### src/source/dcache_pkg.sv
package dcache_pkg;

    localparam int addr_w   = 32;
    localparam int tag_w    = 20;  // addr[31:12]
    localparam int index_w  = 7;   // addr[11:5]
    localparam int offset_w = 5;   // word select in addr[4:2]
    localparam int sets     = 2 ** index_w;
    localparam int ways     = 2;
    localparam int line_w   = 256;

    typedef logic [31:0] word_t;

    localparam int banks = line_w / $bits(word_t);

    // bank 0 sits in the low word
    typedef word_t [banks-1:0] line_t;

    typedef struct packed {
        logic              write;
        logic              uncached;
        logic [3:0]        strb;
        logic [addr_w-1:0] addr;
        word_t             wdata;
    } cpu_req_t;

    typedef enum logic [1:0] {
        line_read,
        line_write,
        word_read,
        word_write
    } mem_kind_e;

    typedef struct packed {
        mem_kind_e         kind;
        logic [addr_w-1:0] addr;  // line aligned for line kinds
        logic [3:0]        strb;  // word_write only
        line_t             data;  // single word goes in bank 0
    } mem_req_t;

    typedef enum logic [1:0] {
        idle,
        write_back,
        refill,
        uncached
    } ctrl_state_e;

endpackage

### src/source/dcache_meta.sv
`timescale 1ns/10ps

module dcache_meta
    import dcache_pkg::*;
(
    input  logic               clk,
    input  logic               reset,
    input  logic [index_w-1:0] index_i,
    input  logic               fill_i,
    input  logic               fill_way_i,
    input  logic               fill_dirty_i,
    input  logic               touch_i,
    input  logic               touch_way_i,
    input  logic               store_i,
    output logic [ways-1:0]    valid_o,
    output logic               lru_o,
    output logic               victim_dirty_o
);

    logic [sets-1:0]           lru_q;  // value is the way to replace next
    logic [sets-1:0][ways-1:0] valid_q;
    logic [sets-1:0][ways-1:0] dirty_q;

    assign valid_o        = valid_q[index_i];
    assign lru_o          = lru_q[index_i];
    assign victim_dirty_o = dirty_q[index_i][lru_q[index_i]];

    always_ff @(posedge clk) begin
        if (reset) begin
            lru_q   <= '0;
            valid_q <= '0;
            dirty_q <= '0;
        end else if (fill_i) begin
            valid_q[index_i][fill_way_i] <= 1'b1;
            dirty_q[index_i][fill_way_i] <= fill_dirty_i;
            lru_q[index_i]               <= ~fill_way_i;
        end else begin
            if (touch_i) begin
                lru_q[index_i] <= ~touch_way_i;  // other way becomes victim
            end
            if (store_i) begin
                dirty_q[index_i][touch_way_i] <= 1'b1;
            end
        end
    end

endmodule

### config.mk
export PLATFORM = sky130hd
export DESIGN_NAME = dcache_meta
export DESIGN_NICKNAME = d
export VERILOG_FILES = /design/src/source/dcache_pkg.sv /design/src/source/dcache_meta.sv
export SDC_FILE = /design/constraint.sdc
export NUM_CORES = 1
export LEC_CHECK = 0
export CORE_UTILIZATION = 35
export CTS_CLUSTER_DIAMETER = 100
export DETAILED_ROUTE_END_ITERATION = 10
export DONT_BUFFER_PORTS = 1
export HOLD_SLACK_MARGIN = 0.08
export PLACE_DENSITY = 0.57
export REMOVE_ABC_BUFFERS = 1
export SYNTH_ARGS = -nofsm -noshare
export SYNTH_HDL_FRONTEND = slang
export SYNTH_SLANG_ARGS = --single-unit
### constraint.sdc
create_clock -name clk -period 3.11 [get_ports clk]
set_clock_uncertainty 0.2 [all_clocks]
set_input_delay 0.4665 -clock clk [delete_from_list [all_inputs] [get_ports clk]]
set_output_delay 0.4665 -clock clk [all_outputs]
set_load 0.01 [all_outputs]
# == Word-level counts from Yosys, hierarchy flattened ==
# Cells that the tools add are included.
# totals
ff_bits,640
inputBits,15
out_inout_bits,4
elab_cells,298
# classes
order_cmp,7
mux,25
bitwise_logic,4
reduce_logical,5
# ops
operator,n
$mux W256,2
$or A256 B256 Y256,2
$bwmux W128,2
$bwmux W256,1
$mux W128,2
$bmux W2 S7,2
$demux W2 S7,2
$lt A7 B8 Y1 const B,1
$mux W2,4
$bmux W1 S7,1
$demux W1 S7,1
$ge A7 B1 Y1 const B,1
$lt A1 B2 Y1 const B,3
$mux W1,6
$reduce_bool A2 Y1,2
$logic_and A1 B1 Y1,3
$demux W1 S1,2
$ge A1 B1 Y1 const B,2
$not A1 Y1,2

# == Longest topological paths before layout ==
# depth
depth_word,9
ltp_mapped,12
mapped_depth_nobuf,7

# == Worst setup path before layout ==
# OpenSTA, ideal clock, no wires.
# synth_path
path_kind,input to output
start,input index_i[1]
end,output victim_dirty_o
arrival_time_ns,2.231
required_ns,2.443
setup_slack_ns,0.212
stages,9
path_buffers,3
path_cell_list,buf_6 > buf_6 > buf_12 > mux2i_1 > a221oi_1 > o21ai_0 > and4b_1 > nor4_4 > mux2i_1
# synth_via
elab_chain_cells,4
elab_cells_between_ends,6
cone_classes,mux (6)
# synth_lines
element,line,rtl
start: declaration,dcache_meta.sv:8,"input logic [index_w-1:0] index_i,"
$bmux W1 S7,n/a,
$mux W1,n/a,
net lru_o,dcache_meta.sv:16,"output logic lru_o,"
$mux W1 (not written as such) (2 in series),dcache_meta.sv:26,assign victim_dirty_o = dirty_q[index_i][lru_q[index_i]];
end: declaration,dcache_meta.sv:17,output logic victim_dirty_o
# The timed path passes the listed nets, and every way through them passes these cells. The select of a mux whose other input is x is not followed.

# == Worst setup path in the final report ==
# layout_path
start,input index_i[2]
end,output victim_dirty_o
# layout_via
elab_chain_cells,4
elab_cells_between_ends,6
cone_classes,mux (6)
# layout_lines
element,line
$bmux W2 S7 or $bmux W1 S7 (tied branches),dcache_meta.sv:26
$mux W2 (not written as such) or $mux W1 (tied branches),dcache_meta.sv:26
$mux W1 (not written as such) (*) (2 in series),dcache_meta.sv:26
# Mark *: on every way between the ends. The rest lies on a longest branch, timed or not. The select of a mux whose other input is x is not followed.

==> results.sh <==
export IMPL_post_route_period_util_pct=114
export IMPL_drt_iter0_markers=3418
export IMPL_worstPathRequired_ns=2.44
export IMPL_hpwl_um=59000
export IMPL_htree_levels=3
export IMPL_grt_pass1_vias=26100
export IMPL_drive_gt1_share_pct=13.8
export IMPL_hold_viol_final=0
export IMPL_cts_made_buffers=72
export IMPL_rsz0062_at_grt="yes"
export IMPL_ys_seq_area_share_pct=45.1
export IMPL_synth_cell_types=74
export IMPL_initial_core_util_pct=35.3
export IMPL_grt_overflow=0
export IMPL_synth_area_leaders="dfxtp_1 45%, a21oi_1 8.1%, nor2_1 7.4%, a22oi_1 6.9%, mux4_2 5.1%"
export IMPL_slowest_stage="or4_4"
export IMPL_power_internal_mw=13.8
export IMPL_synth_edf_count=0
export IMPL_multi_input_area_sq_um=14400
export IMPL_ir_drop_v=0.000323
export IMPL_finish_net_count=3646
export IMPL_cts_root_buf="clkbuf_16"
export IMPL_die_w_um=287
export IMPL_track_usage_pct=25.1
export IMPL_ios=19
export IMPL_via_count=27200
export IMPL_yosys_register_bits=640
export IMPL_dpl_cell_area_sq_um=29600
export IMPL_postSynthCellCount=3204
export IMPL_clk_pin_slew_worst_paths_ns=0.06
export IMPL_slew_headroom_pct=32.9
export IMPL_hold_path_class="primary input to flop"
export IMPL_io_buffers=0
export IMPL_max_cap_violations=0
export IMPL_combPwrFrac_pct=6.4
export IMPL_worst_hold_slack_ns=0.153
export IMPL_cts_buffer_depth=3
export IMPL_critPathMaxFanout=170
export IMPL_endpoint_kind="output pin"
export IMPL_start_kind="primary input"
export IMPL_drt_total_wl_um=105000
export IMPL_finish_utilization_pct=46.4
export IMPL_max_stage_delay_ns=0.54
export IMPL_netlist_area_sq_um=28400
export IMPL_crit_chain="mux2i_2 > a22oi_2 > nand2_1 > a21oi_2 > nor4_2 > buf_4 > or4_4 > mux2i_4 > buf_6"
export IMPL_num_fill_cells=7639
export IMPL_worstMarginPinSlew_ns=1.01
export IMPL_synth_top_area_cell="dfxtp_1"
export IMPL_area_growth_pct=31.6
export IMPL_power_density_nw_per_um2=486
export IMPL_finalInstanceArea_sq_um=37300
export IMPL_violations="setup timing"
export IMPL_coreArea_sq_um=80400
export IMPL_rows=104
export IMPL_drtPass1Iterations=6
export IMPL_fin_ws_ns=-0.421
export IMPL_synthArstFlopShare_pct=0
export IMPL_clockPowerShare_pct=48.2
export IMPL_synth_top_cell_area_share_pct=45.1
export IMPL_setup_viol_count_final=4
export IMPL_dieArea_sq_um=82200
export IMPL_num_antenna_cells=0
export IMPL_yosys_warnings=0
export IMPL_p_leak_nw=14.1
export IMPL_die_h_um=287
export IMPL_antenna_found_initial=0
export IMPL_layout_min_cycle_time_ns=3.53
export IMPL_place_congestion=0.916
export IMPL_slew_viol_final=0
export IMPL_pwr_share_seq_pct=45.4
export IMPL_final_seq_area_sq_um=12800
export IMPL_grt_pass1_wl_um=162000
export IMPL_drc=0
export IMPL_grt_max_degree=510
export IMPL_viasPerCell=5.73
export IMPL_worstPathArrival_ns=2.86
export IMPL_synth_area_per_cell_sq_um=8.86
export IMPL_clk_latency_ns=0.61
export IMPL_ant_nets=0
export IMPL_outcome="finished with violations"
export IMPL_cts_tree="built"
export IMPL_dp_slack_ns=-0.284
export IMPL_path_class="primary input to output pin"
export IMPL_p_switching_mw=4.38
export IMPL_max_freq_mhz=283
export IMPL_post_drt_wl_per_cell_um=22.1
export IMPL_power_mw=18.2
export IMPL_clkSinkCount=640
export IMPL_swShare_pct=24.1
export IMPL_dominantRegCellSynth="dfxtp_1"
## stage by stage
step	TNS, ns	std cells
after floorplan	-2353.01	2913
after global placement	-0.230	4104
after detailed placement	-0.284	4104
after CTS	-0.444	4746
after global routing	-0.727	4746
final	-1.07	4746
## what timing repair did
action                                  in CTS  in global routing
hold buffers                               512                  0
hold endpoints to repair                   640                  0
endpoints found under the setup margin       4                  4
gates cloned                                 0                  0
pin swaps                                   29                  6
resized for setup                           63                  8
setup buffers                                2                  0
## cell usage in the layout (no fill, tap or decap), types with 6 or more instances in the layout
cell	instances
dfxtp_1	626
nor2_1	555
dlygate4sd3_1	510
a21oi_1	451
nand2_1	276
a22oi_1	257
a211oi_1	136
buf_4	108
mux2i_1	77
clkbuf_16	77
mux4_2	69
o21ai_0	65
nor2_2	44
nor3_1	37
mux2_2	37
o31ai_1	35
nor2_4	28
a221oi_1	24
buf_12	23
clkbuf_1	18
a22o_1	14
dfxtp_2	14
clkbuf_8	13
clkinv_2	13
o21ai_1	9
o211ai_1	8
a31oi_1	8
nand3_1	8
a21oi_2	8
mux2i_2	6
a22oi_2	6
## cells in the mapped netlist (7+ instances only)
master / instances
dfxtp_1: 640
nor2_1: 558
a21oi_1: 459
nand2_1: 276
a22oi_1: 262
clkbuf_1: 198
a211oi_1: 138
mux2i_1: 84
o21ai_0: 73
mux4_2: 64
nor2_2: 42
mux2_2: 38
nor3_1: 38
o31ai_1: 35
buf_2: 29
a221oi_1: 27
nor2_4: 27
buf_6: 25
buf_1: 17
buf_4: 15
a22o_1: 14
mux4_1: 10
a31oi_1: 9
nand3_1: 8
o211ai_1: 8
nand2b_1: 7
## layout make-up
cell class,instances,area share (%)
inverter,4,0.0402
sequential,640,34.4
clock inverter,21,0.583
tap,1060,3.55
timing repair buffer,644,17.2
multi-input combinational,2269,38.4
clock buffer,108,5.82
## critical path, delay by kind of cell
kind	cells	cell delay, ns
compound gates	2	0.36
simple gates	3	0.71
buf+inv	2	0.28
mux	2	0.65
## power groups by stage
| stage | logic (mW) | clock network [mW] | registers (mW) |
|---|---|---|---|
| floorplan | 0.520 | 0 | 8.42 |
| global placement | 1.00 | 0 | 8.42 |
| detailed placement | 1.01 | 0 | 8.42 |
| CTS | 1.12 | 8.81 | 8.24 |
| global route | 1.18 | 9.17 | 8.24 |
| finish | 1.16 | 8.75 | 8.24 |
## state kept, by name (all words and copies together) (netlist names)
name     flops
valid_q    256
lru_q      128
dirty_q    256
## path summary, 6_finish.rpt
check / startpoint / to / slack (ns) / depth (start not counted)
max: index_i[2] / victim_dirty_o / -0.42 / 9
min: fill_i / dirty_q[0] / 0.15 / 4
max reg2reg: dirty_q[38] / dirty_q[38] / 1.59 / 3
min reg2reg: valid_q[233] / valid_q[233] / 0.26 / 2
## routing by layer
layer	share of wire (%)	vias to the layer above	track usage (%)
met3	7.8	229	3.60
met5	0	-	0
met1	43	13400	34.8
met4	3.5	0	9.56
met2	45	1163	39.2
li1	-	12400	-
## cells by family (layout without fill, tap and decap cells)
kind of cell           Yosys count  count (layout)  synth area share, %
buffers and inverters          295             777                 5.18
AOI/OAI and AO/OA             1063            1063                 23.7
and+or+nand+nor               1008            1008                 15.4
DFF                            640             640                 45.1
muxes                          198             198                 10.6
Power figures use the tool's default switching activity.
