[config.mk]
export PLATFORM = sky130hd
export DESIGN_NAME = dcache_ctrl
export DESIGN_NICKNAME = d
export VERILOG_FILES = /design/src/source/dcache_pkg.sv /design/src/source/dcache_ctrl.sv
export SDC_FILE = /design/constraint.sdc
export NUM_CORES = 1
export LEC_CHECK = 0
export BUFFER_PORTS_ARGS = -buffer_cell sky130_fd_sc_hd__buf_4
export CAP_MARGIN = 40
export CORE_AREA = 4 4 605 607
export CTS_CLUSTER_DIAMETER = 60
export DETAILED_ROUTE_END_ITERATION = 10
export DIE_AREA = 0 0 609 611
export SLEW_MARGIN = 20
export SYNTH_ARGS = -nofsm -noshare
export SYNTH_HDL_FRONTEND = slang
export SYNTH_SLANG_ARGS = --single-unit
[constraint.sdc]
create_clock -name clk -period 4.1 [get_ports clk]
set_clock_uncertainty 0.15 [all_clocks]
set_input_delay 0.82 -clock clk [delete_from_list [all_inputs] [get_ports clk]]
set_output_delay 0.82 -clock clk [all_outputs]
set_load 0.05 [all_outputs]
[src/source/dcache_pkg.sv]
package dcache_pkg;

    localparam int addr_w   = 32;
    localparam int tag_w    = 20;  // addr[31:12]
    localparam int index_w  = 7;   // addr[11:5]
    localparam int offset_w = 5;   // word select in addr[4:2]
    localparam int sets     = 2 ** index_w;
    localparam int ways     = 2;
    localparam int line_w   = 256;

    typedef logic [31:0] word_t;

    localparam int banks = line_w / $bits(word_t);

    // bank 0 sits in the low word
    typedef word_t [banks-1:0] line_t;

    typedef struct packed {
        logic              write;
        logic              uncached;
        logic [3:0]        strb;
        logic [addr_w-1:0] addr;
        word_t             wdata;
    } cpu_req_t;

    typedef enum logic [1:0] {
        line_read,
        line_write,
        word_read,
        word_write
    } mem_kind_e;

    typedef struct packed {
        mem_kind_e         kind;
        logic [addr_w-1:0] addr;  // line aligned for line kinds
        logic [3:0]        strb;  // word_write only
        line_t             data;  // single word goes in bank 0
    } mem_req_t;

    typedef enum logic [1:0] {
        idle,
        write_back,
        refill,
        uncached
    } ctrl_state_e;

endpackage

[src/source/dcache_ctrl.sv]
`timescale 1ns/10ps

module dcache_ctrl
    import dcache_pkg::*;
(
    input  logic                       clk,
    input  logic                       reset,
    input  logic                       cpu_valid_i,
    input  cpu_req_t                   cpu_req_i,
    output logic                       cpu_addr_ok_o,
    output logic                       cpu_data_ok_o,
    output word_t                      cpu_rdata_o,
    output logic [index_w-1:0]         way_rd_index_o,
    output logic [tag_w-1:0]           way_lookup_tag_o,
    output logic [ways-1:0]            way_we_o,
    output logic [banks-1:0]           way_bank_mask_o,
    output logic [index_w-1:0]         way_wr_index_o,
    output logic [tag_w-1:0]           way_wr_tag_o,
    output line_t                      way_wr_line_o,
    input  logic [ways-1:0]            way_hit_i,
    input  logic [ways-1:0][tag_w-1:0] way_tag_i,
    input  line_t [ways-1:0]           way_line_i,
    output logic [index_w-1:0]         meta_index_o,
    output logic                       meta_fill_o,
    output logic                       meta_fill_way_o,
    output logic                       meta_fill_dirty_o,
    output logic                       meta_touch_o,
    output logic                       meta_touch_way_o,
    output logic                       meta_store_o,
    input  logic [ways-1:0]            meta_valid_i,
    input  logic                       meta_lru_i,
    input  logic                       meta_victim_dirty_i,
    output logic                       mem_req_valid_o,
    output mem_req_t                   mem_req_o,
    input  logic                       mem_req_ready_i,
    input  logic                       mem_resp_valid_i,
    input  line_t                      mem_resp_data_i
);

    ctrl_state_e       state_q;
    ctrl_state_e       state_d;
    cpu_req_t          req_q;
    logic              pend_q;  // lookup in flight
    logic              sent_q;  // memory request taken, waiting on response
    logic              done_q;
    logic              fwd_valid_q;
    logic [addr_w-3:0] fwd_addr_q;
    word_t             fwd_word_q;
    word_t             rdata_q;

    logic              accept;
    logic              lookup;
    logic              hit_way;
    logic              hit_done;
    logic              miss;
    logic              store_hit;
    logic              need_wb;
    logic              fill;
    logic              unc_done;
    logic              mem_fire;
    logic              resp_fire;
    logic [2:0]        word_sel;
    logic [index_w-1:0] req_index;
    word_t             cur_word;
    word_t             store_word;
    line_t             fill_line;

    function automatic word_t merge_word(word_t old_w, word_t new_w, logic [3:0] strb);
        word_t res;
        res = old_w;
        for (int i = 0; i < 4; i++) begin
            if (strb[i]) begin
                res[8*i +: 8] = new_w[8*i +: 8];
            end
        end
        return res;
    endfunction

    assign word_sel  = req_q.addr[offset_w-1:2];
    assign req_index = req_q.addr[offset_w +: index_w];

    assign lookup    = (state_q == idle) && pend_q && !req_q.uncached;
    assign hit_way   = way_hit_i[1];
    assign hit_done  = lookup && (|way_hit_i);
    assign miss      = lookup && !(|way_hit_i);
    assign store_hit = hit_done && req_q.write;
    assign need_wb   = meta_valid_i[meta_lru_i] && meta_victim_dirty_i;

    assign mem_fire  = mem_req_valid_o && mem_req_ready_i;
    assign resp_fire = mem_resp_valid_i && sent_q;
    assign fill      = (state_q == refill) && resp_fire;
    assign unc_done  = (state_q == uncached) && (req_q.write ? mem_fire : resp_fire);

    assign cpu_addr_ok_o = (state_q == idle) && (!pend_q || hit_done);
    assign accept        = cpu_valid_i && cpu_addr_ok_o;

    // store committed last edge is not yet visible in the RAM output
    assign cur_word = (fwd_valid_q && fwd_addr_q == req_q.addr[addr_w-1:2]) ?
                      fwd_word_q : way_line_i[hit_way][word_sel];
    assign store_word = merge_word(cur_word, req_q.wdata, req_q.strb);

    assign cpu_data_ok_o = hit_done || done_q;
    assign cpu_rdata_o   = done_q ? rdata_q : cur_word;

    always_comb begin
        fill_line = mem_resp_data_i;
        if (req_q.write) begin
            fill_line[word_sel] = merge_word(mem_resp_data_i[word_sel], req_q.wdata, req_q.strb);
        end
    end

    // RAMs follow the new request on accept, else keep the current set
    assign way_rd_index_o   = accept ? cpu_req_i.addr[offset_w +: index_w] : req_index;
    assign way_lookup_tag_o = req_q.addr[addr_w-1 -: tag_w];
    assign way_we_o[0]      = (store_hit && !hit_way) || (fill && !meta_lru_i);
    assign way_we_o[1]      = (store_hit && hit_way) || (fill && meta_lru_i);
    assign way_bank_mask_o  = fill ? {banks{1'b1}} : (banks'(1) << word_sel);
    assign way_wr_index_o   = req_index;
    assign way_wr_tag_o     = req_q.addr[addr_w-1 -: tag_w];
    assign way_wr_line_o    = fill ? fill_line : {banks{store_word}};

    assign meta_index_o      = req_index;
    assign meta_fill_o       = fill;
    assign meta_fill_way_o   = meta_lru_i;
    assign meta_fill_dirty_o = req_q.write;  // write-allocate leaves the line dirty
    assign meta_touch_o      = hit_done;
    assign meta_touch_way_o  = hit_way;
    assign meta_store_o      = store_hit;

    always_comb begin
        state_d = state_q;
        case (state_q)
            idle: begin
                if (pend_q && req_q.uncached) begin
                    state_d = uncached;
                end else if (miss && need_wb) begin
                    state_d = write_back;
                end else if (miss) begin
                    state_d = refill;
                end
            end
            write_back: begin
                if (mem_fire) begin
                    state_d = refill;
                end
            end
            refill: begin
                if (resp_fire) begin
                    state_d = idle;
                end
            end
            uncached: begin
                if (unc_done) begin
                    state_d = idle;
                end
            end
            default: state_d = idle;
        endcase
    end

    assign mem_req_valid_o = (state_q != idle) && !sent_q;

    always_comb begin
        mem_req_o.kind = line_read;
        mem_req_o.addr = {req_q.addr[addr_w-1:offset_w], {offset_w{1'b0}}};
        mem_req_o.strb = 4'hf;
        mem_req_o.data = '0;
        case (state_q)
            write_back: begin
                mem_req_o.kind = line_write;
                mem_req_o.addr = {way_tag_i[meta_lru_i], req_index, {offset_w{1'b0}}};
                mem_req_o.data = way_line_i[meta_lru_i];  // victim line
            end
            uncached: begin
                if (req_q.write) begin
                    mem_req_o.kind = word_write;
                end else begin
                    mem_req_o.kind = word_read;
                end
                mem_req_o.addr    = req_q.addr;
                mem_req_o.strb    = req_q.strb;
                mem_req_o.data[0] = req_q.wdata;
            end
            default: ;
        endcase
    end

    always_ff @(posedge clk) begin
        if (reset) begin
            state_q     <= idle;
            pend_q      <= 1'b0;
            sent_q      <= 1'b0;
            done_q      <= 1'b0;
            fwd_valid_q <= 1'b0;
        end else begin
            state_q     <= state_d;
            pend_q      <= accept;
            done_q      <= fill || unc_done;
            fwd_valid_q <= store_hit;
            if (state_d != state_q) begin
                sent_q <= 1'b0;
            end else if (mem_fire) begin
                sent_q <= 1'b1;
            end
        end
    end

    always_ff @(posedge clk) begin
        if (accept) begin
            req_q <= cpu_req_i;
        end
        if (fill) begin
            rdata_q <= mem_resp_data_i[word_sel];
        end else if (unc_done) begin
            rdata_q <= mem_resp_data_i[0];
        end
        if (store_hit) begin
            fwd_addr_q <= req_q.addr[addr_w-1:2];
            fwd_word_q <= store_word;
        end
    end

endmodule

## Word-level counts from Yosys, hierarchy flattened

Index checks and enable logic that the tools add are counted.

- Magnitude comparators: 4
- Eq/ne operators: 5
- Shift-type cells: 1
- Muxes and demuxes: 48
- Reductions and logical operators: 37

Operator list:

| cell | number |
|---|---|
| 256-bit two-way mux | 6 |
| 256-bit bitwise mux | 1 |
| 224-bit two-way mux | 1 |
| 32-bit two-way mux | 7 |
| 32-bit binary-select mux with 3-bit select | 2 |
| 8-bit two-way mux | 13 |
| 32-bit demux with 3-bit select | 1 |
| 34-bit one-hot mux with 2 select lines | 1 |
| 32-bit one-hot mux with 2 select lines | 1 |
| 20-bit two-way mux | 2 |
| 30-bit equality test | 1 |
| 1-bit logical AND | 21 |
| 2-bit two-way mux | 6 |
| 2-bit one-hot mux with 4 select lines | 1 |
| 1-bit by 3-bit << shifter with 8-bit output, first input constant | 1 |
| 7-bit two-way mux | 1 |
| 1-bit logical NOT | 6 |
| 1-bit logical OR | 5 |
| 2-bit equality test, second input constant | 2 |
| 1-bit by 2-bit less-than comparator with 1-bit output, second input constant | 2 |
| 3-bit by 4-bit less-than comparator with 1-bit output, second input constant | 1 |
| 1-bit two-way mux | 4 |
| 4-bit two-way mux | 1 |
| 2-bit nonzero test | 2 |
| 5 further kinds | 6 |

- Bits in registers: 170
- Input bits: 889
- Output and inout bits: 662

## Depth between registers and ports, before layout

Gate-level depths: netlist of the first run.

- Word-level depth: 10
- Mapped depth: 9
- Gate-level depth less buffers: 7

## Worst setup path after synthesis of the first run

Ideal clock, no wire load.

- Kind: input -> output
- From: in way_hit_i[1]
- To: out way_we_o[1]
- Arrival time: 5088 ps
- Path slack: -1958 ps
- Cell stages on the path: 8
- Path buffers: 3
- Cells stage by stage: buf_2 -> buf_2 -> buf_2 -> nor2_1 -> nor3_1 -> nand2_1 -> inv_1 -> a22o_1

- Word-level cells in the longest chain between the ends: 5

RTL lines:

| what | RTL line | source |
|---|---|---|
| start: declaration | dcache_ctrl.sv:20 | `input logic [ways-1:0] way_hit_i,` |
| 2-bit OR reduction | dcache_ctrl.sv:84 | `assign hit_done = lookup && (\|way_hit_i);` |
| 1-bit logical AND | dcache_ctrl.sv:84 |  |
| named net meta_touch_o | dcache_ctrl.sv:27 | `output logic meta_touch_o,` |
| 1-bit logical AND | dcache_ctrl.sv:86 | `assign store_hit = hit_done && req_q.write;` |
| named net meta_store_o | dcache_ctrl.sv:29 | `output logic meta_store_o,` |
| 1-bit logical AND | dcache_ctrl.sv:116 | `assign way_we_o[1] = (store_hit && hit_way) \|\| (fill && meta_lru_i);` |
| 1-bit logical OR | dcache_ctrl.sv:116 |  |
| end: declaration | dcache_ctrl.sv:15 | `output logic [ways-1:0] way_we_o,` |

The timed path passes the listed nets, and every way through them passes these cells.

==> reports/metrics.cfg, run 1 <==
[critical_path]
arrival_ns = 3.56
r2r_slack_ns = 0.92
critical_path_class = reg -> out
crit_path_start_kind = flop
worstPathRequired_ns = 3.13
cp_max_fo = 8
end_kind = output pin

[sta]
rsz0062_at_grt = true
finalCritPeriodShare_pct = 111
tightestPinTransition_ns = 1.21
period_needed_ns = 4.53
slew_headroom_pct = 19.7
fin_ws_ns = -0.433
finalSetupViolCount = 288
final-hold-violation-count = 0
final_max_slew_viol_count = 0
clock.fmax_mhz = 221

[yosys]
muxShareOfSynthArea_pct = 33.9
ys.flop_type = edfxtp_1
synth_top_family_by_area = multiplexers
yosysSeqAreaShare_pct = 22.8
yosysWarningCount = 0
avgSynthCellArea_um2 = 9.64
synthDistinctLibCells = 47
synth_area_leaders = edfxtp_1, mux4_2, mux2i_1
synthArstFlopShare_pct = 0
yosys.area_share.xor_xnor_pct = 1.19
yosys.area.top_type = edfxtp_1
synth_adder_area_share_pct = 0
synthesis.instances = 2296
yosys.area_share.simple_pct = 13.0
synth-edff-count = 164
synth_most_common_cell = mux2i_1
syn-cell-area_um2 = 22100
ys_seq_elements = 170
synth_compound_area_share_pct = 22.5
syn_nets = 3185
yosysTopAreaCellShare_pct = 22.2
synthTopCellsByCount = mux2i_1, nor2_1, a221o_1

[placed_design]
gp_congestion = 0.966
dp_slack_ns = -0.886
dp_hpwl_um = 393000
place.port_buffers = 1550
place_area_um2 = 42800

[clock_tree]
cts.hold.buffers_added = 0
clkSinkCount = 170
root_buffer = clkbuf_16
cts.path.max_buffers = 3
cts_made_buffers = 25
cts_tree = yes
htreeDepth = 4
clk_latency_ns = 0.58
clk_pin_slew_worst_paths_ns = 0.09

[floorplan]
ioPinCount = 1551
die_area_um2 = 372000
fp-row-count = 221
start_util_pct = 6.13
die_h_um = 611
fp.dieW_um = 609
coreArea_um2 = 361000

[global_route]
grt_pass1_wl_um = 506000
grt_max_degree = 89
antenna_found_initial = 318
grt_pass1_vias = 30700
grtUsageTotal_pct = 22.3
overflow = 0

[route]
vias_per_cell = 3.77
wl_per_cell_um = 49.4
ant_nets = 0
dr.pass1.iters = 6
num_vias = 33396
drtIter0Drc = 4582
drc = 0
wl_um = 438000

[outcome]
status = complete, but fails checks
violations = negative setup slack

[cells_and_area]
nets = 4866
drive_gt1_share_pct = 60.1
final_area_um2 = 46200
area_growth_pct = 109

[power_and_ir_drop]
ir_drop_mv = 0.175
p_per_area_nw_per_um2 = 312
p_leak_uw = 0.0188

[hold_path]
hp-class = in -> reg

[run]
maxCapViolCount = 0

[sequential cells by signal (all words and copies together) (netlist names)]
| signal | cells |
|---|---|
| done_q | 1 |
| fwd_addr_q | 30 |
| fwd_valid_q | 1 |
| fwd_word_q | 32 |
| meta_fill_dirty_o | 1 |
| meta_index_o | 7 |
| pend_q | 1 |
| rdata_q | 32 |
| req_q | 42 |
| sent_q | 1 |
| state_q | 2 |
| way_lookup_tag_o | 20 |
[repair_timing]
item	4_1_cts	5_1_grt
gates cloned	6	3
buffers inserted	33	26
pin swaps	49	42
gates resized for setup	347	155
setup endpoints to repair	387	347
[routing by layer]
metal / track usage [%] / wire (µm) / up-vias
li1: - / - / 12588
met1: 23.5 / 152000 / 17060
met2: 39.1 / 214000 / 2786
met3: 9.45 / 47000 / 796
met4: 8.70 / 23300 / 166
met5: 0 / 1290 / -
[cells by family (layout without fill, tap and decap cells)]
logic type | after synthesis | count (layout)
flip-flops | 170 | 170
other | 0 | 85
AND/OR/NAND/NOR | 647 | 647
buffers and inverters | 315 | 2002
XOR/XNOR | 30 | 30
AO/OA/AOI/OAI | 625 | 625
multiplexers | 509 | 509
[where the power goes]
| group | leakage, µW | internal [µW] | switching, µW | total, µW |
|---|---|---|---|---|
| clock network | 0.000325 | 1100 | 1060 | 2160 |
| logic | 0.0169 | 3460 | 6670 | 10100 |
| registers | 0.00157 | 2030 | 98.5 | 2120 |
| total | 0.0188 | 6580 | 7830 | 14400 |
[through the flow]
stage	power, µW	cells	hold WS (ns)	setup TNS (ns)	utilization (%)
2_1_floorplan	6630	2296	0.271	-0.0131	-
3_3_place_gp	11700	8677	0.467	-95.53	11.8
3_5_place_dp	11600	8682	0.464	-84.15	11.8
4_1_cts	14300	8750	0.194	-127.56	12.5
5_1_grt	14700	8815	0.223	-120.91	12.8
6_report	14400	8862	0.262	-89.52	12.8
[area by class of cell]
| type | instances | area [µm²] |
|---|---|---|
| clock inverter | 6 | 33.8 |
| sequential | 170 | 5060 |
| fill | 41465 | 315000 |
| timing repair buffer | 1961 | 17600 |
| multi-input combinational | 1811 | 16600 |
| clock buffer | 27 | 633 |
| inverter | 8 | 33.8 |
| antenna | 85 | 213 |
| tap | 4794 | 6000 |
[layout by cell type (no fill, tap or decap), types with 45 or more instances in the layout]
| cell | synthesis | routed |
|---|---|---|
| a21oi_2 | 0 | 45 |
| a221o_1 | 256 | 218 |
| a22o_1 | 65 | 49 |
| buf_12 | 0 | 120 |
| buf_4 | 63 | 1566 |
| buf_6 | 0 | 238 |
| diode_2 | 0 | 85 |
| edfxtp_1 | 164 | 164 |
| mux2i_1 | 310 | 307 |
| mux4_2 | 192 | 192 |
| nand2_1 | 166 | 164 |
| nor2_1 | 304 | 283 |
| o21ai_0 | 122 | 119 |
[critical path, stage by stage, from the launching register on]
cell and delay, ns:
edfxtp_1 0.44, xnor2_2 0.21, nand4_1 0.17, or4_4 0.67, buf_12 0.20, o21ai_4 0.19
buf_6 0.14, buf_12 0.13, o211ai_1 0.09, buf_4 0.20, a221o_1 0.33, buf_6 0.18
[final timing paths]
kind         cells after the start            startpoint             endpoint
max reg2reg                     11       meta_index_o[6]       fwd_word_q[14]
min                              1         cpu_req_i[51]  way_lookup_tag_o[7]
min reg2reg                      2            state_q[0]               sent_q
max                             11  way_lookup_tag_o[16]   way_wr_line_o[107]
(Power assumes the default switching activity.)
==> run 2: changes to the inputs <==
Settings changed: PLACE_DENSITY_LB_ADDON set to 0.15.
==> run 2 against run 1 <==
The flow still finishes with violations (negative setup slack); register-to-register slack worse by 0.19 ns; combinational power is 4% lower; non-clock buffer count is 37 higher; die area stayed put; final cell count is 0.32% lower; largest cell class unchanged; largest power group unchanged.
==> reports/metrics.cfg, run 2 (synthesis gave the netlist of run 1 again) <==
[sta]
tightestPinTransition_ns = 0.837  ; -0.369 ns
period_needed_ns = 4.89  ; +0.354 ns
tns_ns = -159.87  ; -70.35 ns
finalSetupViolCount = 288  ; unchanged
finalCritPeriodShare_pct = 119  ; +8.6 points
final-hold-violation-count = 0  ; unchanged
rsz0062_at_grt = true
slew_headroom_pct = 44.2  ; +25 points
clock.fmax_mhz = 205  ; -7.2%
fin_ws_ns = -0.787  ; -0.354 ns
final_max_slew_viol_count = 0  ; unchanged

[hold_path]
min_from = cpu_req_i[48]
holdPathStages = 1  ; unchanged
hp-class = in -> reg
holdPathEnd = way_lookup_tag_o[4]

[route]
drc = 0  ; unchanged
vias_per_cell = 3.39  ; -9.9%
ant_nets = 0  ; unchanged
drtIter0Drc = 2094  ; -54%
wl_um = 311000  ; -29%
dr.pass1.iters = 5  ; -1
num_vias = 29983  ; -10%
wl_per_cell_um = 35.2  ; -29%

[clock_tree]
clk_pin_slew_worst_paths_ns = 0.09  ; about the same
clk_latency_ns = 0.58  ; about the same
cts_made_buffers = 25  ; unchanged
cts_tree = yes
htreeDepth = 4  ; unchanged
clkSinkCount = 170  ; unchanged
cts.path.max_buffers = 3  ; unchanged
root_buffer = clkbuf_16
cts.hold.buffers_added = 0  ; unchanged

[global_route]
grtUsageTotal_pct = 15.9  ; -6.4 points
grt_max_degree = 115  ; +29%
antenna_found_initial = 97  ; -69%
grt_pass1_wl_um = 384000  ; -24%
overflow = 0  ; unchanged
grt_pass1_vias = 31219  ; +1.7%

[cells_and_area]
final_area_um2 = 46100  ; -0.22%
top_regs = req_q: 42 flops, fwd_word_q: 32 flops, rdata_q: 32 flops
largest_register = req_q
final_cell_mix = buf_4, mux2i_1, nor2_1
area_growth_pct = 108
largest_reg_flops = 42  ; unchanged
nets = 4903  ; +0.76%
drive_gt1_share_pct = 59.0  ; -1.1 points
final_common_cell = buf_4

[critical_path]
cp_max_fo = 17  ; +9
critical_path_class = in -> out
r2r_cells = 11  ; unchanged
worstPathRequired_ns = 3.13  ; about the same
crit_path_start_kind = primary input
arrival_ns = 3.92  ; +0.36 ns
timing.rr.start = way_lookup_tag_o[17]
end_kind = output pin
r2r_end = fwd_word_q[23]
crit_path_start = way_hit_i[1]
r2r_slack_ns = 0.73  ; -0.19 ns

[floorplan]
fp.dieW_um = 609  ; unchanged
ioPinCount = 1551  ; unchanged
die_h_um = 611  ; unchanged
start_util_pct = 6.13  ; unchanged
coreArea_um2 = 361000  ; unchanged
die_area_um2 = 372000  ; unchanged
fp-row-count = 221  ; unchanged

[placed_design]
place_area_um2 = 43400  ; +1.5%
dp_slack_ns = -0.914  ; -0.0277 ns
dp_hpwl_um = 275000  ; -30%
gp_congestion = 0.861  ; -11%
place.port_buffers = 1550  ; unchanged

[outcome]
status = complete, but fails checks
violations = negative setup slack

[power_and_ir_drop]
p_per_area_nw_per_um2 = 304  ; -2.4%
p_leak_uw = 0.0189  ; +0.61%
ir_drop_mv = 0.248  ; +42%

[run]
maxCapViolCount = 0  ; unchanged

[run 2: final cells by class]
cell class	count	area (µm²)
clock inverter	5	72.6
fill	41596	315000
sequential	170	5050
antenna	20	50.0
tap	4794	6000
inverter	8	33.8
multi-input combinational	1811	16500
clock buffer	28	637
timing repair buffer	1998	17800
[run 2: critical path: stages]
cell,delay [ns]
buf_8,0.20
buf_12,0.22
buf_4,0.15
mux4_2,0.48
a22o_1,0.32
buf_12,0.17
nor2_1,0.39
o211ai_1,0.30
clkbuf_16,0.25
a221o_2,0.36
buf_6,0.18
[run 2: power by group]
part	switching, µW	internal (µW)
clock network	965	1220
registers	98.3	2030
logic	6170	3560
[run 2: routing by layer]
metal / vias to the layer above / part of all wire, % / track usage, %
met5: - / 0.11 / 0
met4: 56 / 2.1 / 2.81
met3: 290 / 5.3 / 3.08
met2: 1360 / 53 / 30.0
met1: 15700 / 40 / 18.6
li1: 12577 / - / -
[run 2: how the worst max path moves through the flow]
| stage | to | slack (ns) | depth (start not counted) |
|---|---|---|---|
| after global placement | way_wr_line_o[87] | -0.93 | 11 |
| after global routing | way_wr_line_o[87] | -0.95 | 12 |
| after CTS | way_wr_line_o[87] | -1.00 | 12 |
| after floorplan | way_we_o[1] | -0.01 | 8 |
| after detailed placement | way_wr_line_o[87] | -0.91 | 11 |
| final | way_wr_line_o[87] | -0.79 | 11 |
[run 2: what timing repair did]
item	4_1_cts	5_1_grt
pin swaps	58	30
cloned	2	0
gates resized for setup	309	127
setup buffers	29	15
setup endpoints to repair	288	288
[run 2: per-stage QoR]
stage	hold slack, ns	utilization (%)	std cells	power [µW]
finish	0.262	12.8	8834	14000
global route	0.215	12.8	8818	14600
CTS	0.199	12.6	8815	14300
detailed placement	0.469	12.0	8752	11600
global placement	0.464	12.0	8750	11700
floorplan	0.271	-	2296	6630
==> run 3: changes to the inputs <==
Settings changed: CORE_AREA 4 4 605 607 to 2 2 603 605, DIE_AREA 0 0 609 611 to 0 0 605 607, TNS_END_PERCENT set to 30.
==> run 3 against run 2 <==
The flow still finishes with violations (negative setup slack); count of clock-buffer cells in the layout decreased by 1; cell area increased by 2.6%; combinational power increased by 6%; die area is 1.3% lower; largest cell class unchanged; fmax up 6.6%; sequential share of layout area shrank 0.27 points; hold slack better by 0.011 ns; routed wire length grew 7.4%.
==> reports/metrics.cfg, run 3 (synthesis gave the netlist of run 1 again) <==
[outcome]
status = complete, but fails checks
violations = negative setup slack

[clock_tree]
clkSinkCount = 170  ; unchanged
cts.path.max_buffers = 3  ; unchanged
clk_pin_slew_worst_paths_ns = 0.10  ; about the same
clk_latency_ns = 0.57  ; about the same
htreeDepth = 4  ; unchanged
root_buffer = clkbuf_16
cts_made_buffers = 25  ; unchanged
cts.hold.buffers_added = 0  ; unchanged
cts_tree = yes

[power_and_ir_drop]
ir_drop_mv = 0.169  ; -32%
switchingPower_uw = 7580  ; +4.8%
clockPowerShare_pct = 14.8  ; -0.8 points
p_int_uw = 6940  ; +1.9%
comb_power_share_pct = 70.6  ; +1.3 points
pwr-share-seq_pct = 14.6  ; -0.5 points
swShare_pct = 52.2  ; +0.71 points
p_leak_uw = 0.0195  ; +3.0%
power_uw = 14500  ; +3.4%
p_per_area_nw_per_um2 = 307  ; +0.79%

[critical_path]
r2r_slack_ns = 0.98  ; +0.25 ns
worstPathRequired_ns = 3.13  ; about the same
arrival_ns = 3.62  ; -0.30 ns
timing.rr.start = way_lookup_tag_o[6]
critical_path_class = reg -> out
cp_max_fo = 8  ; -9
crit_path_start_kind = flop
end_kind = output pin
crit_path_start = req_q[34]

[cells_and_area]
final_cell_mix = buf_4, buf_6, mux2i_1
nets = 4948  ; +0.92%
largest_reg_flops = 42  ; unchanged
seq_area_um2 = 5050  ; unchanged
top_regs = req_q: 42 flops, fwd_word_q: 32 flops, rdata_q: 32 flops
area_growth_pct = 114
final_common_cell = buf_4
drive_gt1_share_pct = 60.3  ; +1.3 points
fin_util_pct = 13.1  ; +0.34 points
filler_cell_count = 41311  ; -0.69%
largest_register = req_q
multi_input_area_um2 = 16600  ; +0.87%

[placed_design]
place.port_buffers = 1550  ; unchanged
dp_hpwl_um = 289000  ; +5.1%
gp_congestion = 0.862  ; +0.14%

[sta]
final-hold-violation-count = 0  ; unchanged
finalCritPeriodShare_pct = 112  ; -7.4 points
fin_ws_ns = -0.485  ; +0.302 ns
final_max_slew_viol_count = 0  ; unchanged
slew_headroom_pct = 51.3  ; +7.1 points
clock.fmax_mhz = 218  ; +6.6%
period_needed_ns = 4.59  ; -0.302 ns
tightestPinTransition_ns = 0.710  ; -0.127 ns
tns_ns = -96.83  ; +63.04 ns
finalSetupViolCount = 288  ; unchanged
rsz0062_at_grt = true

[route]
drtIter0Drc = 2471  ; +18%
ant_nets = 0  ; unchanged
dr.pass1.iters = 5  ; unchanged
drc = 0  ; unchanged
vias_per_cell = 3.49  ; +2.7%
wl_per_cell_um = 37.5  ; +6.7%
num_vias = 31026  ; +3.5%
wl_um = 334000  ; +7.4%

[floorplan]
die_h_um = 607  ; -0.65%
fp.dieW_um = 605  ; -0.66%
die_area_um2 = 367000  ; -1.3%
start_util_pct = 6.13  ; about the same
coreArea_um2 = 361000  ; about the same
fp-row-count = 221  ; unchanged
ioPinCount = 1551  ; unchanged

[global_route]
overflow = 0  ; unchanged
grt_max_degree = 66  ; -43%
antenna_found_initial = 142  ; +46%
grt_pass1_wl_um = 402000  ; +4.7%
grtUsageTotal_pct = 17.3  ; +1.4 points
grt_pass1_vias = 31422  ; +0.65%

[hold_path]
min_from = cpu_req_i[48]
hp-class = in -> reg

[run]
maxCapViolCount = 0  ; unchanged

==> run 3: final timing paths <==
path	endpoint	cells after the start
min	way_lookup_tag_o[4]	1
max	way_wr_line_o[45]	13
max reg2reg	fwd_word_q[8]	11
min reg2reg	fwd_addr_q[18]	1
==> run 3: worst max-delay path, cell delays in order (launching register included) <==
cell and delay, ns:
edfxtp_1 0.42, buf_12 0.15, xnor2_2 0.14, nand4_1 0.11, buf_6 0.15, or4_4 0.58, buf_12 0.18, o21ai_4 0.19
buf_12 0.14, buf_8 0.11, o221ai_4 0.11, buf_12 0.16, a221o_2 0.40, buf_8 0.19
==> run 3: what timing repair did <==
| action | 4_1_cts | 5_1_grt |
|---|---|---|
| cloned | 10 | 5 |
| pin swaps | 63 | 48 |
| resized for setup | 465 | 90 |
| endpoints found under the setup margin | 353 | 290 |
| setup buffers | 38 | 23 |
==> run 3: layout make-up <==
cell class                      instances  share of cell area, %
Tap cell                             4794                   12.7
Clock buffer                           27                   1.36
Clock inverter                          5                 0.0555
Sequential cell                       170                   10.7
Inverter                                8                 0.0714
Timing Repair Buffer                 2043                   39.8
Antenna cell                           40                  0.212
Multi-Input combinational cell       1811                   35.1
==> run 3: power by group through the flow <==
| stage | combinational, µW | sequential [µW] | clock, µW |
|---|---|---|---|
| 2_1_floorplan | 4510 | 2120 | 0 |
| 3_3_place_gp | 9520 | 2170 | 0 |
| 3_5_place_dp | 9490 | 2170 | 0 |
| 4_1_cts | 10300 | 2130 | 2280 |
| 5_1_grt | 10600 | 2130 | 2270 |
| 6_report | 10300 | 2120 | 2140 |
==> run 3: metrics by stage <==
step	hold WS [ns]	instances	setup slack, ns	cell area [µm²]
2_1_floorplan	0.271	2296	-0.0131	22200
3_3_place_gp	0.466	8751	-0.779	43400
3_5_place_dp	0.467	8753	-0.799	43400
4_1_cts	0.219	8830	-0.623	46500
5_1_grt	0.235	8873	-0.630	47300
6_report	0.273	8898	-0.485	47300
==> run 3: per-layer routing <==
layer | routed length, µm | up-vias | track usage [%]
met1 | 127000 | 16303 | 19.7
met4 | 8560 | 56 | 3.89
met5 | 368 | - | 0
li1 | - | 12722 | -
met3 | 20000 | 349 | 3.37
met2 | 179000 | 1596 | 32.7
